===== src/logic/edge_pkg.sv =====
package edge_pkg;

	////////////////////////////////////////////////////////////////////////////
	// sizes
	////////////////////////////////////////////////////////////////////////////
	localparam int edge_bits       = 32;
	localparam int line_bits       = 512;
	localparam int line_edges      = 16;
	localparam int line_bytes      = 64;
	localparam int offset_bits     = 4;                  // edge index inside a line
	localparam int chunk_bits      = offset_bits + 1;    // 1..16 edges used from a line
	localparam int addr_bits       = 48;
	localparam int idx_bits        = 32;
	localparam int count_bits      = 16;                 // degrees, chunk counts, ids
	localparam int edge_bytes_log2 = 2;
	localparam int idx_pad_bits    = addr_bits - idx_bits - edge_bytes_log2;
	localparam int lane_count      = 3;

	localparam int fifo_depth      = 32;                 // two full lines
	localparam int fifo_margin     = line_edges;
	localparam int fifo_ptr_bits   = $clog2(fifo_depth);
	localparam int fifo_count_bits = fifo_ptr_bits + 1;

	localparam logic [1:0] max_outstanding = 2'd3;      // one command per array

	// sized forms for compares against narrow counters
	localparam logic [chunk_bits-1:0]      chunk_full     = chunk_bits'(line_edges);
	localparam logic [addr_bits-1:0]       line_mask      = ~addr_bits'(line_bytes - 1);
	localparam logic [fifo_count_bits-1:0] fifo_full_used = fifo_count_bits'(fifo_depth);
	localparam logic [fifo_count_bits-1:0] fifo_af_used   =
		fifo_count_bits'(fifo_depth - fifo_margin);

	////////////////////////////////////////////////////////////////////////////
	// encodings
	////////////////////////////////////////////////////////////////////////////
	typedef enum logic [1:0] {
		array_src,
		array_dest,
		array_weight
	} edge_array_t;    // tag value and lane index at once

	typedef enum logic [1:0] {
		op_none,
		op_read_line
	} read_op_t;

	typedef enum logic [2:0] {
		s_idle,
		s_calc,
		s_src,
		s_dest,
		s_weight,
		s_wait
	} seq_state_t;

	typedef struct packed {
		logic [addr_bits-1:0] src_base;
		logic [addr_bits-1:0] dest_base;
		logic [addr_bits-1:0] weight_base;
	} fetch_config_t;

	typedef struct packed {
		logic                  valid;
		logic [idx_bits-1:0]   edges_idx;
		logic [count_bits-1:0] degree;
	} vertex_job_t;

	typedef struct packed {
		edge_array_t            array;
		logic [offset_bits-1:0] offset;    // first useful edge in the line
		logic [chunk_bits-1:0]  count;     // edges taken from the line
	} read_tag_t;

	typedef struct packed {
		logic                 valid;
		read_op_t             op;
		logic [addr_bits-1:0] address;
		read_tag_t            tag;
	} read_cmd_t;

	typedef struct packed {
		logic                 valid;
		read_tag_t            tag;
		logic [line_bits-1:0] data;
	} read_resp_t;

	typedef struct packed {
		logic                  valid;
		logic [count_bits-1:0] id;
		logic [edge_bits-1:0]  src;
		logic [edge_bits-1:0]  dest;
		logic [edge_bits-1:0]  weight;
	} edge_job_t;

endpackage

===== src/logic/edge_read_sequencer.sv =====
`timescale 1ns/1ns

module edge_read_sequencer (
	input  logic                    clock,
	input  logic                    rstn,
	input  edge_pkg::fetch_config_t cfg,
	input  edge_pkg::vertex_job_t   vertex_job,
	input  logic                    read_buffer_full,
	input  logic                    fifo_almost_full,
	input  logic                    chunk_done,
	output logic                    vertex_job_request,
	output edge_pkg::read_cmd_t     read_cmd
);

	edge_pkg::seq_state_t state, next_state;

	logic [edge_pkg::idx_bits-1:0]   edge_idx;     // next edge to fetch
	logic [edge_pkg::count_bits-1:0] remaining;

	// chunk snapshot for the dest and weight commands
	logic [edge_pkg::offset_bits-1:0] chunk_offset;
	logic [edge_pkg::chunk_bits-1:0]  chunk_count;
	logic [edge_pkg::addr_bits-1:0]   chunk_bytes;

	logic [edge_pkg::offset_bits-1:0] first_c;
	logic [edge_pkg::chunk_bits-1:0]  room_c;
	logic [edge_pkg::chunk_bits-1:0]  count_c;
	logic [edge_pkg::addr_bits-1:0]   bytes_c;
	logic                             can_start;
	logic                             job_accept;

	function automatic edge_pkg::read_cmd_t make_cmd(
		input edge_pkg::edge_array_t            array,
		input logic [edge_pkg::addr_bits-1:0]   base,
		input logic [edge_pkg::addr_bits-1:0]   bytes,
		input logic [edge_pkg::offset_bits-1:0] offset,
		input logic [edge_pkg::chunk_bits-1:0]  count
	);
		edge_pkg::read_cmd_t cmd;
		cmd.valid      = 1'b1;
		cmd.op         = edge_pkg::op_read_line;
		cmd.address    = (base + bytes) & edge_pkg::line_mask;    // round down to the line
		cmd.tag.array  = array;
		cmd.tag.offset = offset;
		cmd.tag.count  = count;
		return cmd;
	endfunction

	////////////////////////////////////////////////////////////////////////////
	// chunk math
	////////////////////////////////////////////////////////////////////////////
	always_comb begin
		first_c = edge_idx[edge_pkg::offset_bits-1:0];
		room_c  = edge_pkg::chunk_full - {1'b0, first_c};    // edges left in this line
		if (remaining < {{(edge_pkg::count_bits - edge_pkg::chunk_bits){1'b0}}, room_c})
			count_c = remaining[edge_pkg::chunk_bits-1:0];
		else
			count_c = room_c;
		bytes_c = {{edge_pkg::idx_pad_bits{1'b0}}, edge_idx, {edge_pkg::edge_bytes_log2{1'b0}}};
	end

	assign vertex_job_request = (state == edge_pkg::s_idle) && (remaining == '0);
	assign job_accept         = vertex_job_request && vertex_job.valid;
	// only looked at in s_idle, after the previous chunk closed
	assign can_start          = (remaining != '0) && !fifo_almost_full && !read_buffer_full;

	////////////////////////////////////////////////////////////////////////////
	// state machine
	////////////////////////////////////////////////////////////////////////////
	always_comb begin
		next_state = state;
		case (state)
			edge_pkg::s_idle: begin
				if (can_start)
					next_state = edge_pkg::s_calc;
			end
			edge_pkg::s_calc:   next_state = edge_pkg::s_src;
			edge_pkg::s_src:    next_state = edge_pkg::s_dest;
			edge_pkg::s_dest:   next_state = edge_pkg::s_weight;
			edge_pkg::s_weight: next_state = edge_pkg::s_wait;
			edge_pkg::s_wait: begin
				if (chunk_done)    // all records of the chunk pushed
					next_state = edge_pkg::s_idle;
			end
			default: next_state = edge_pkg::s_idle;
		endcase
	end

	always_ff @(posedge clock or negedge rstn) begin
		if (!rstn) begin
			state     <= edge_pkg::s_idle;
			edge_idx  <= '0;
			remaining <= '0;
			read_cmd  <= '0;
		end else begin
			state          <= next_state;
			read_cmd.valid <= 1'b0;    // one cycle strobe

			case (state)
				edge_pkg::s_idle: begin
					if (job_accept) begin
						edge_idx  <= vertex_job.edges_idx;
						remaining <= vertex_job.degree;    // degree 0 stays idle
					end
				end
				edge_pkg::s_calc: begin
					edge_idx  <= edge_idx + {{(edge_pkg::idx_bits - edge_pkg::chunk_bits){1'b0}},
						count_c};
					remaining <= remaining -
						{{(edge_pkg::count_bits - edge_pkg::chunk_bits){1'b0}}, count_c};
					read_cmd  <= make_cmd(edge_pkg::array_src, cfg.src_base, bytes_c,
						first_c, count_c);
				end
				edge_pkg::s_src: begin
					read_cmd <= make_cmd(edge_pkg::array_dest, cfg.dest_base, chunk_bytes,
						chunk_offset, chunk_count);
				end
				edge_pkg::s_dest: begin
					read_cmd <= make_cmd(edge_pkg::array_weight, cfg.weight_base, chunk_bytes,
						chunk_offset, chunk_count);
				end
				default: begin
				end
			endcase
		end
	end

	always_ff @(posedge clock) begin
		if (state == edge_pkg::s_calc) begin
			chunk_offset <= first_c;
			chunk_count  <= count_c;
			chunk_bytes  <= bytes_c;
		end
	end

endmodule


===== config.mk =====
export PLATFORM = sky130hd
export DESIGN_NAME = edge_read_sequencer
export DESIGN_NICKNAME = d
export VERILOG_FILES = /design/src/logic/edge_pkg.sv /design/src/logic/edge_read_sequencer.sv
export SDC_FILE = /design/constraint.sdc
export NUM_CORES = 1
export LEC_CHECK = 0
export CAP_MARGIN = 40
export CORE_MARGIN = 5
export CORE_UTILIZATION = 45
export CTS_CLUSTER_SIZE = 24
export DETAILED_ROUTE_END_ITERATION = 10
export DONT_BUFFER_PORTS = 1
export PLACE_DENSITY_LB_ADDON = 0.12
export SYNTH_ARGS = -nofsm -noshare
export SYNTH_HDL_FRONTEND = slang
export SYNTH_SLANG_ARGS = --single-unit

===== constraint.sdc =====
create_clock -name clock -period 4.9 [get_ports clock]
set_clock_uncertainty 0.1 [all_clocks]
set_input_delay 0.98 -clock clock [delete_from_list [all_inputs] [get_ports clock]]
set_output_delay 0.98 -clock clock [all_outputs]
set_load 0.05 [all_outputs]

### Yosys cells after proc, flatten, opt, wreduce, memory -nomap -nowiden

Cells that the tools add are included.

* flip-flop bits (word level): 154
* input bits: 198
* output and inout port bits: 63
* word-level logic and storage cells: 49

* $add $sub $neg: 6
* order comparisons: 1
* eq/ne operators: 8
* muxes and demuxes: 9
* reduce and logical (&&, ||, !) cells: 13

Operators with widths (number)
* case mux 62 bit (3 select lines): 1
* adder 48 x 34 -> 48 bit: 3
* case mux 32 bit (2 select lines): 1
* adder 32 x 5 -> 32 bit: 1
* two-way mux 32 bit: 1
* case mux 16 bit (2 select lines): 1
* case mux 3 bit (6 select lines): 1
* logical NOT 16 bit: 1
* less-than comparator 16 x 5 -> 1 bit: 1
* two-way mux 16 bit: 1
* nonzero test 16 bit: 1
* subtractor 16 x 5 -> 16 bit: 1
* == test 3 x 2 -> 1 bit, second input constant: 2
* == test 3 bit, second input constant: 2
* two-way mux 3 bit: 2
* != test 2 bit, second input constant: 3
* two-way mux 5 bit: 1
* subtractor 5 x 4 -> 5 bit, first input constant: 1
* logical AND 1 bit: 4
* AND reduction 2 bit: 2
* == test 3 x 1 -> 1 bit, second input constant: 1
* logical NOT 3 bit: 1
* nonzero test 3 bit: 1
* logical NOT 1 bit: 2
* nonzero test 2 bit: 1

### Depth between registers and ports, before layout

Gate-level depths: netlist of run 1.

* depth after elaboration: 5
* gate-level depth with buffers: 22
* gate-level depth less buffers: 20

### Worst setup path before layout of run 1

Ideal clock, no wire load.

* path type: reg-to-reg
* from: register remaining[11] (netlist name)
* to: register remaining[10] (netlist name)
* setup time: 0.099 ns
* data arrival time: 4.740 ns
* data required time: 4.701 ns
* path slack: -0.040 ns
* stages on the path, launching flop included: 20
* buffers on the path: 2
* period minus slack after synthesis: 4.940 ns
* cells stage by stage: dfrtp_1 or4_4 or4_1 or3_4 a311oi_4 clkbuf_1 clkbuf_1 nand2_1 o21ai_0 ha_1 inv_1 ha_1 o31ai_1 nand3_1 nand2_1 maj3_1 o21a_1 nor3b_1 a211oi_1 a311oi_1

* elaborated cells on any way between the ends: 9
* classes of those cells: add/sub (1); order compare (1); eq/ne (1); mux (2); reduce/logical (4)

RTL lines
* from (decl): RTL line edge_read_sequencer.sv:18 `logic [edge_pkg::count_bits-1:0] remaining;`
* from (signal assigned): RTL line edge_read_sequencer.sv:103 `remaining <= vertex_job.degree;`
* from (signal assigned): RTL line edge_read_sequencer.sv:109 `remaining <= remaining -`
* less-than comparator 16 x 5 -> 1 bit: RTL line edge_read_sequencer.sv:55 `if (remaining < {{(edge_pkg::count_bits - edge_pkg::chunk_bits){1'b0}}, room_c})`
* two-way mux 5 bit: RTL line edge_read_sequencer.sv:55
* via count_c, one bit: RTL line edge_read_sequencer.sv:27 `logic [edge_pkg::chunk_bits-1:0] count_c;`
* subtractor 16 x 5 -> 16 bit: RTL line edge_read_sequencer.sv:109
* case mux 16 bit (2 select lines): RTL line edge_read_sequencer.sv:99 `case (state)`

The timed path passes the listed nets, and every way through them passes these cells.
A chain may end at the register's enable or synchronous reset.

### Final worst setup path of run 1

* from: register remaining[11] (netlist name)
* to: register edge_idx[11] (netlist name)

* cells in the longest elaborated chain, start to end: 5
* elaborated cells on any way between the ends: 9
* classes of those cells: add/sub (1); order compare (1); eq/ne (1); mux (2); reduce/logical (4)

RTL lines
* branches (longest 5 deep; another with adder 32 x 5 -> 32 bit)
* to (signal assigned): RTL line edge_read_sequencer.sv:102 `edge_idx <= vertex_job.edges_idx;`
* to (signal assigned): RTL line edge_read_sequencer.sv:107 `edge_idx <= edge_idx + {{(edge_pkg::idx_bits - edge_pkg::chunk_bits){1'b0}},`
* to (decl): RTL line edge_read_sequencer.sv:17 `logic [edge_pkg::idx_bits-1:0] edge_idx;`

Several ways; the timed one is not identified.

==> flow_summary.toml, run 1 <==
[detailed_routing]
met1_length_um = 15800
final_antenna_net_count = 0
drt-pass1-iter-count = 5
drt-initial-drc-count = 538
via_per_inst = 6.02
drc = 0
routed.top_layer = "met4"
vias = 9606
wl_per_cell_um = 22.7
met3_length_um = 3080
routed_wl_um = 36200
wl_met2_um = 16900

[critical_path]
reg2reg_from = "remaining[11]"
critPathLaunchType = "flop"
cp_max_fo = 10
path_cells = "or4_4, or4_1, or3_4, a311oi_4, buf_6, nor2_1, a21oi_2, inv_1, ha_1, a21o_1, a21oi_1, o21bai_1, maj3_2, and3_1, a311oi_1, a211oi_1"
crit_type = "reg2reg"
arrival_ns = 4.84
crit_path_end_kind = "flop"
crit_required_ns = 5.09
critPathTopFamily = "simple AND/OR/NAND/NOR gates"
crit_buf_inv = 2
cp_slowest_cell = "or4_4"
startpoint = "remaining[11]"
max_stage_delay_ns = 0.57

[final_layout]
synthToLayoutAreaGrowth_pct = 10.5
drive_above_1_share_pct = 7.67
diodes = 0
multiInputGateArea_um2 = 6630
regArea_um2 = 3760
final_util_pct = 50.7
nets = 1535
nFillCells = 2293
final_cell_area_um2 = 11900

[pwr]
switching_share_pct = 49.1
clkPwrFrac_pct = 18.1
ir_drop_mv = 0.338
pwr-share-comb_pct = 46.9
p_int_mw = 4.07
power.sequential.fraction_pct = 35.0
switching_power_mw = 3.93
p_leak_nw = 5.22
p_per_area_nw_per_um2 = 669

[sta]
setup_ws_ns = 0.257
hold_violations = 0
period_minus_slack_ns = 4.64
tns_ns = 0
drv_slew = 0
clock.fmax_ghz = 0.215
timing.final.crit_share_pct = 94.8
worst_pin_slew_ns = 0.819
hold_ws_ns = 0.144
relSlewSlack_pct = 45.4
setup_viol = 0

[logic_synthesis]
ys_seq_area_share_pct = 34.8
synth_top_area_share_pct = 24.5
yosysUniqueCellTypes = 70
synth_common_cells = "nand2_1 (174), dfrtp_1 (106), nor2_1 (87)"
async_reset_ff_share_pct = 74.1
syn-mean-instance-area_um2 = 8.51
ys.flop_type = "dfrtp_1"
yosys.cell_count.top_type = "nand2_1"
yosys-top-cells-area = "dfrtp_1 (25%), edfxtp_1 (10%), ha_1 (8.2%)"
syn-cell-area_um2 = 10800
synth-edff-count = 37
yosysWarnings = 0
synth_area_leader_cell = "dfrtp_1"
ys_seq_elements = 143
syn_inst = 1270

[clock_tree]
cts_sinks = 143
root_buffer = "clkbuf_16"
cts_htree_levels = 4
cts_buffer_depth = 2
cts_tree = "yes"
clk_pin_slew_ns = 0.06
holdBufCountCts = 0
insertion_delay_ns = 0.43
cts_buffers = 17

[die]
core_area_um2 = 23500
start_util_pct = 45.9
ioPinCount = 261
die_area_um2 = 27200
fp.dieH_um = 165
row_count = 56
fp.dieW_um = 165

[place]
pre_cts_slack_ns = 0.123
dpl_cell_area_um2 = 11200
port_buffers = 0
hpwl_um = 27900
place.gp.congestion = 0.960

[min_path]
worstHoldPathType = "in2async"

[outcome]
outcome = "complete, no violations"

[run]
max_cap_viol_count = 0

[global_routing]
antenna_found_initial = 0
grt_overflow_total = 0
grt_max_degree = 107
grt_pass1_vias = 9262
grt_use_total_pct = 26.4
grt_pass1_wl_um = 54200
-- final timing paths --
path / to / slack (ns) / cells after the start
setup / recovery: edge_idx[11] / 0.26 / 16
hold / removal: remaining[1] / 0.14 / 0
setup reg to reg: edge_idx[11] / 0.26 / 16
hold reg to reg: read_cmd[3] / 0.39 / 2
max in group asynchronous: read_cmd[36] / 4.31 / 0
min in group clock: read_cmd[3] / 0.39 / 2
-- per-layer routing --
metal / global-route usage [%] / vias up
li1: - / 4684
met3: 8.39 / 21
met2: 42.4 / 268
met5: 0 / -
met1: 35.2 / 4633
met4: 5.37 / 0
-- worst register-to-register path, stage by stage, from the launching register on --
cell      delay (ns)
dfrtp_1         0.40
or4_4           0.57
or4_1           0.51
or3_4           0.37
a311oi_4        0.33
buf_6           0.20
nor2_1          0.06
a21oi_2         0.13
inv_1           0.06
ha_1            0.27
a21o_1          0.18
a21oi_1         0.20
o21bai_1        0.11
maj3_2          0.36
and3_1          0.29
a311oi_1        0.31
a211oi_1        0.08
-- what timing repair did --
action	in CTS	in global routing
resized for setup	0	8
setup buffers	0	1
endpoints found under the setup margin	0	23
-- kinds of logic after synthesis --
logic type               Yosys count  share of synthesized area (%)
buffers and inverters            117                           4.35
AO/OA/AOI/OAI                    416                           26.0
flip-flops                       143                           34.8
XOR/XNOR                          82                           6.65
other                              1                         0.0347
adder cells (fa/ha/maj)           75                           8.71
multiplexers                      18                           1.69
AND/OR/NAND/NOR                  418                           17.7
-- placed cells by master, fill, tap and decap left out, drive strengths merged, types with 16 or more instances in the layout --
cell type / count
nand2: 174
a311oi: 19
nand4: 22
a211oi: 30
inv: 44
a21o: 39
edfxtp: 37
a21oi: 84
xor2: 38
clkbuf: 25
mux2i: 16
a22oi: 36
nor2: 87
nor3: 23
nand3: 36
ha: 71
o21ai: 85
buf: 42
dfrtp: 106
xnor2: 44
-- registers in the layout (all words and copies together) (netlist names) --
| name | count |
|---|---|
| read_cmd | 55 |
| chunk_count | 5 |
| remaining | 16 |
| chunk_bytes | 29 |
| edge_idx | 32 |
| state | 3 |
| chunk_offset | 3 |
-- power groups by stage --
stage,clock [mW],sequential [mW],combinational [mW]
CTS,1.47,2.80,3.73
global route,1.53,2.85,4.16
finish,1.45,2.80,3.75
global placement,0,2.82,3.67
floorplan,0,2.67,2.73
detailed placement,0,2.82,3.71
-- per-stage QoR --
stage	power [mW]	std cells
floorplan	5.40	1276
global placement	6.49	1563
detailed placement	6.53	1563
CTS	8.00	1595
global route	8.53	1597
finish	7.99	1597
-- layout make-up --
class                      count  area share [%]
clock buffer                  25            4.50
multi-input combinational   1016            55.6
inverter                      45            1.43
clock inverter                 7           0.996
timing repair buffer          42            2.65
sequential                   143            31.5
tap                          319            3.34
Power figures use the tool's default switching activity.
==> run 2, diff against run 1 <==
ABC_AREA = 1   (was not set)
==> run 2 against run 1 <==
Against the previous run: register-to-register slack better by 0.28 ns; first-iteration DRC count is 53% higher; critical path depth is 11 higher; synthesized cell count is 51% higher; die area is 16% higher; setup slack better by 0.28 ns; via count is 32% higher; global-route usage is 0.98 points higher; count of clock-buffer cells in the layout is 8 lower; largest power group unchanged.
==> flow_summary.toml, run 2 <==
[outcome]
outcome = "complete, no violations"

[detailed_routing]
drt-pass1-iter-count = 5
final_antenna_net_count = 0
routed_wl_um = 44200
wl_per_cell_um = 19.2
vias = 12700
drt-initial-drc-count = 822
drc = 0
via_per_inst = 5.52

[critical_path]
endpoint = "edge_idx[28]"
reg2reg_from = "edge_idx[1]"
critPathLaunchType = "flop"
cp_slowest_cell = "fa_1"
critPathTopFamily = "simple AND/OR/NAND/NOR gates"
startpoint = "edge_idx[1]"
crit_path_end_kind = "flop"
max_stage_delay_ns = 0.44
r2r-end = "edge_idx[28]"
crit_type = "reg2reg"
crit_top_cell = "nand2_1"
reg2reg_slack_ns = 0.54
cp_max_fo = 14
crit_required_ns = 5.13
critical_path_cell_count = 27
arrival_ns = 4.59
crit_buf_inv = 6
reg2reg_depth = 27

[final_layout]
largest_reg_flops = 55
reg_top3 = "read_cmd x55, edge_idx x32, chunk_bytes x29"
final_common_cell = "nand2_1"
final_cell_area_um2 = 13700
drive_above_1_share_pct = 6.09
layout_common_cells = "nand2_1 (563), inv_1 (222), nor2_1 (170), nand3_1 (151), a21oi_1 (128)"
nFillCells = 2925
synthToLayoutAreaGrowth_pct = 7.81
multiInputGateArea_um2 = 7790
layout.cells.non_filler = 2303
nets = 2179
largest-register = "read_cmd"
regArea_um2 = 3760

[pwr]
p_leak_nw = 6.43
p_int_mw = 4.40
p_per_area_nw_per_um2 = 752
ir_drop_mv = 0.323
report.power.total_mw = 10.3
switching_share_pct = 57.2
power.sequential.fraction_pct = 31.6
switching_power_mw = 5.87
clkPwrFrac_pct = 13.3
pwr-share-comb_pct = 55.1

[global_routing]
grt_pass1_vias = 11700
grt_pass1_wl_um = 66600
antenna_found_initial = 4
grt_overflow_total = 0
grt_use_total_pct = 27.4
grt_max_degree = 107

[die]
core_area_um2 = 27800
ioPinCount = 261
die_area_um2 = 31600
fp.dieW_um = 178
start_util_pct = 45.6
row_count = 61
fp.dieH_um = 178

[logic_synthesis]
yosys.cell_count.top_type = "nand2_1"
ys.flop_type = "dfrtp_1"
syn-mean-instance-area_um2 = 6.59
yosysUniqueCellTypes = 62
ys_seq_area_share_pct = 29.7
async_reset_ff_share_pct = 74.1
synth_top_area_share_pct = 20.9
yosysWarnings = 0
synth-edff-count = 37
yosys-top-cells-area = "dfrtp_1 (21%), nand2_1 (17%), edfxtp_1 (8.8%)"
synth_common_cells = "nand2_1 (565), inv_1 (222), nor2_1 (171)"
syn-cell-area_um2 = 12700
synth_area_leader_cell = "dfrtp_1"
syn_inst = 1922
ys_seq_elements = 143

[place]
place.gp.congestion = 0.958
place_inst = 2268
hpwl_um = 35600
dpl_cell_area_um2 = 13000
port_buffers = 0

[clock_tree]
cts_tree = "yes"
cts_buffers = 17
cts_resized = 0
cts_setup_buffers = 0
insertion_delay_ns = 0.44
cts_sinks = 143
clk_pin_slew_ns = 0.08
cts_htree_levels = 4
root_buffer = "clkbuf_16"
holdBufCountCts = 0
cts_buffer_depth = 2

[sta]
relSlewSlack_pct = 47.7
timing.final.crit_share_pct = 89.1
drv_slew = 0
tns_ns = 0
grt_setup_unrepaired = "false"
setup_viol = 0
clock.fmax_ghz = 0.229
hold_violations = 0
worst_pin_slew_ns = 0.777
period_minus_slack_ns = 4.36

[run]
max_cap_viol_count = 0

[min_path]
worstHoldPathType = "in2async"
==> run 2: how the worst min path moves through the flow <==
stage	start	to	depth (start not counted)
3_5_place_dp	chunk_count[0]	read_cmd[0]	2
3_3_place_gp	chunk_count[0]	read_cmd[0]	2
2_1_floorplan	chunk_count[4]	read_cmd[4]	2
5_1_grt	rstn	read_cmd[4]	0
6_report	rstn	remaining[10]	0
4_1_cts	rstn	read_cmd[4]	0
==> run 2: cells by family after synthesis <==
family                     synth area share, %
AOI/OAI and AO/OA                         18.2
other                                   0.0296
buffers and inverters                     8.98
and+or+nand+nor                           34.5
xor gates and xnor gates                  1.38
DFF                                       29.7
adders and majority gates                 7.17
==> run 2: stage by stage <==
step / hold WS, ns / worst slack (ns) / util [%]
final: 0.132 / 0.536 / 49.1
after global routing: 0.109 / 0.00875 / 49.1
after CTS: 0.113 / 0.521 / 49.1
after detailed placement: 0.360 / 0.544 / 46.9
after global placement: 0.350 / 0.526 / 46.7
after floorplan: 0.342 / 1.06 / -
==> run 2: worst register-to-register path: cells and delay by family, from the launching register on <==
kind,cells,cell delay [ns]
AND/OR/NAND/NOR,16,1.82
buffers and inverters,6,0.69
AO/OA/AOI/OAI,2,0.26
flip-flops,1,0.43
adder cells (fa/ha/maj),3,0.93
==> run 2: layout make-up <==
| cell class | count | area share (%) |
|---|---|---|
| Sequential cell | 143 | 27.6 |
| Clock buffer | 17 | 3.12 |
| Multi-Input combinational cell | 1503 | 57.1 |
| Timing Repair Buffer | 12 | 0.898 |
| Inverter | 232 | 6.40 |
| Antenna cell | 3 | 0.0550 |
| Tap cell | 378 | 3.46 |
| Clock inverter | 15 | 1.42 |
==> run 2: power groups by stage <==
| stage | clock, mW | combinational, mW | sequential (mW) |
|---|---|---|---|
| after detailed placement | 0 | 5.62 | 3.26 |
| after CTS | 1.38 | 5.64 | 3.24 |
| after global placement | 0 | 5.50 | 3.25 |
| final | 1.36 | 5.66 | 3.24 |
| after global routing | 1.44 | 6.41 | 3.30 |
| after floorplan | 0 | 4.27 | 2.97 |
==> run 2: routing by layer <==
metal | global-route usage (%) | part of all wire, % | up-vias
li1 | - | - | 6389
met1 | 40.2 | 47 | 5832
met2 | 41.8 | 44 | 426
met3 | 4.30 | 7.0 | 55
met4 | 7.64 | 2.2 | 6
met5 | 0 | 0.11 | -
==> run 3, diff against run 2 <==
CORE_UTILIZATION = 49   (was 45)
==> run 3 against run 2 <==
Against the previous run: first-iteration DRC count up 42%; sequential share of layout area up 0.20 points; via count up 0.95%; critical path type unchanged.
==> flow_summary.toml, run 3 (synthesis gave the netlist of run 2 again) <==
[final_layout]
drive_above_1_share_pct = 6.09
largest_reg_flops = 55
largest-register = "read_cmd"
regArea_um2 = 3760
final_util_pct = 53.5
layout_common_cells = "nand2_1 (564), inv_1 (222), nor2_1 (169), nand3_1 (151), a21oi_1 (128)"
layout.cells.non_filler = 2253
nFillCells = 2574
synthToLayoutAreaGrowth_pct = 7.05
final_common_cell = "nand2_1"
multiInputGateArea_um2 = 7790
reg_top3 = "read_cmd x55, edge_idx x32, chunk_bytes x29"
final_cell_area_um2 = 13600
nets = 2179

[die]
die_area_um2 = 29200
fp.dieH_um = 171
ioPinCount = 261
core_area_um2 = 25300
fp.dieW_um = 171
row_count = 58
start_util_pct = 50.0

[clock_tree]
cts_sinks = 143
cts_buffer_depth = 2
clk_pin_slew_ns = 0.07
root_buffer = "clkbuf_16"
cts_tree = "yes"
cts_htree_levels = 4
insertion_delay_ns = 0.44
cts_buffers = 17

[critical_path]
critPathTopFamily = "simple AND/OR/NAND/NOR gates"
cp_slowest_cell = "dfrtp_1"
crit_buf_inv = 5
arrival_ns = 4.57
max_stage_delay_ns = 0.44
cp_max_fo = 14
crit_type = "reg2reg"
critPathLaunchType = "flop"
crit_required_ns = 5.13
crit_path_end_kind = "flop"
crit_top_cell = "nand2_1"

[detailed_routing]
final_antenna_net_count = 0
drt-initial-drc-count = 1167
drc = 0
via_per_inst = 5.69
vias = 12800
drt-pass1-iter-count = 5
routed_wl_um = 42500
wl_per_cell_um = 18.9

[pwr]
switching_power_mw = 5.79
power.sequential.fraction_pct = 31.7
clkPwrFrac_pct = 13.1
p_per_area_nw_per_um2 = 753
p_int_mw = 4.42
pwr-share-comb_pct = 55.2
p_leak_nw = 6.42
ir_drop_mv = 0.435
switching_share_pct = 56.7
report.power.total_mw = 10.2

[min_path]
worstHoldPathType = "in2async"

[global_routing]
antenna_found_initial = 2
grt_pass1_vias = 11800
grt_use_total_pct = 28.5
grt_max_degree = 107
grt_overflow_total = 0
grt_pass1_wl_um = 64500

[sta]
hold_ws_ns = 0.131
period_minus_slack_ns = 4.35
relSlewSlack_pct = 41.5
hold_violations = 0
tns_ns = 0
worst_pin_slew_ns = 0.875
clock.fmax_ghz = 0.230
drv_slew = 0
setup_ws_ns = 0.553
timing.final.crit_share_pct = 88.7
grt_setup_unrepaired = "false"
setup_viol = 0

[place]
pre_cts_slack_ns = 0.516
place.gp.congestion = 0.973
hpwl_um = 34200
dpl_cell_area_um2 = 13000
port_buffers = 0
place_inst = 2220

[run]
max_cap_viol_count = 0

[outcome]
outcome = "complete, no violations"
-- run 3: cell types whose count changed in the layout (fill, tap and decap cells not counted), moves of 2 or more --
| cell | change |
|---|---|
| diode_2 | -2 |
| inv_4 | +2 |
| clkinv_4 | +2 |
| clkinv_8 | -5 |
-- run 3: path summary, 6_finish.rpt --
kind | start | end | slack (ns) | depth (start not counted)
min reg2reg | chunk_count[2] | read_cmd[2] | 0.37 | 2
max | edge_idx[1] | edge_idx[28] | 0.55 | 26
min | rstn | remaining[14] | 0.13 | 0
max reg2reg | edge_idx[1] | edge_idx[28] | 0.55 | 26
min in group clock | chunk_count[2] | read_cmd[2] | 0.37 | 2
max in group asynchronous | rstn | read_cmd[37] | 4.22 | 0
-- run 3: timing repair --
item                       4_1_cts  5_1_grt
setup endpoints to repair        0        1
resized for setup                0        1
setup buffers                    0        0
hold buffers                     0        0
-- run 3: cell type report --
class	instances	area share, %
Clock buffer	17	3.14
Sequential cell	143	27.8
Inverter	232	6.44
Multi-Input combinational cell	1503	57.5
Timing Repair Buffer	12	0.849
Antenna cell	1	0.0185
Tap cell	330	3.05
Clock inverter	15	1.26
-- run 3: routing by layer --
metal,global-route usage (%),up-vias,share of wire [%],wire length [µm]
met5,0,-,0.031,13
met4,7.26,2,1.8,761
met3,5.29,51,8.3,3520
met2,45.1,487,45,19000
met1,40.5,5885,45,19200
li1,-,6404,-,-
-- run 3: power groups by stage --
stage          registers, mW  logic [mW]  clock network, mW
6_report                3.24        5.63               1.33
5_1_grt                 3.29        6.38               1.41
4_1_cts                 3.23        5.58               1.35
3_5_place_dp            3.25        5.55                  0
3_3_place_gp            3.24        5.42                  0
2_1_floorplan           2.97        4.27                  0
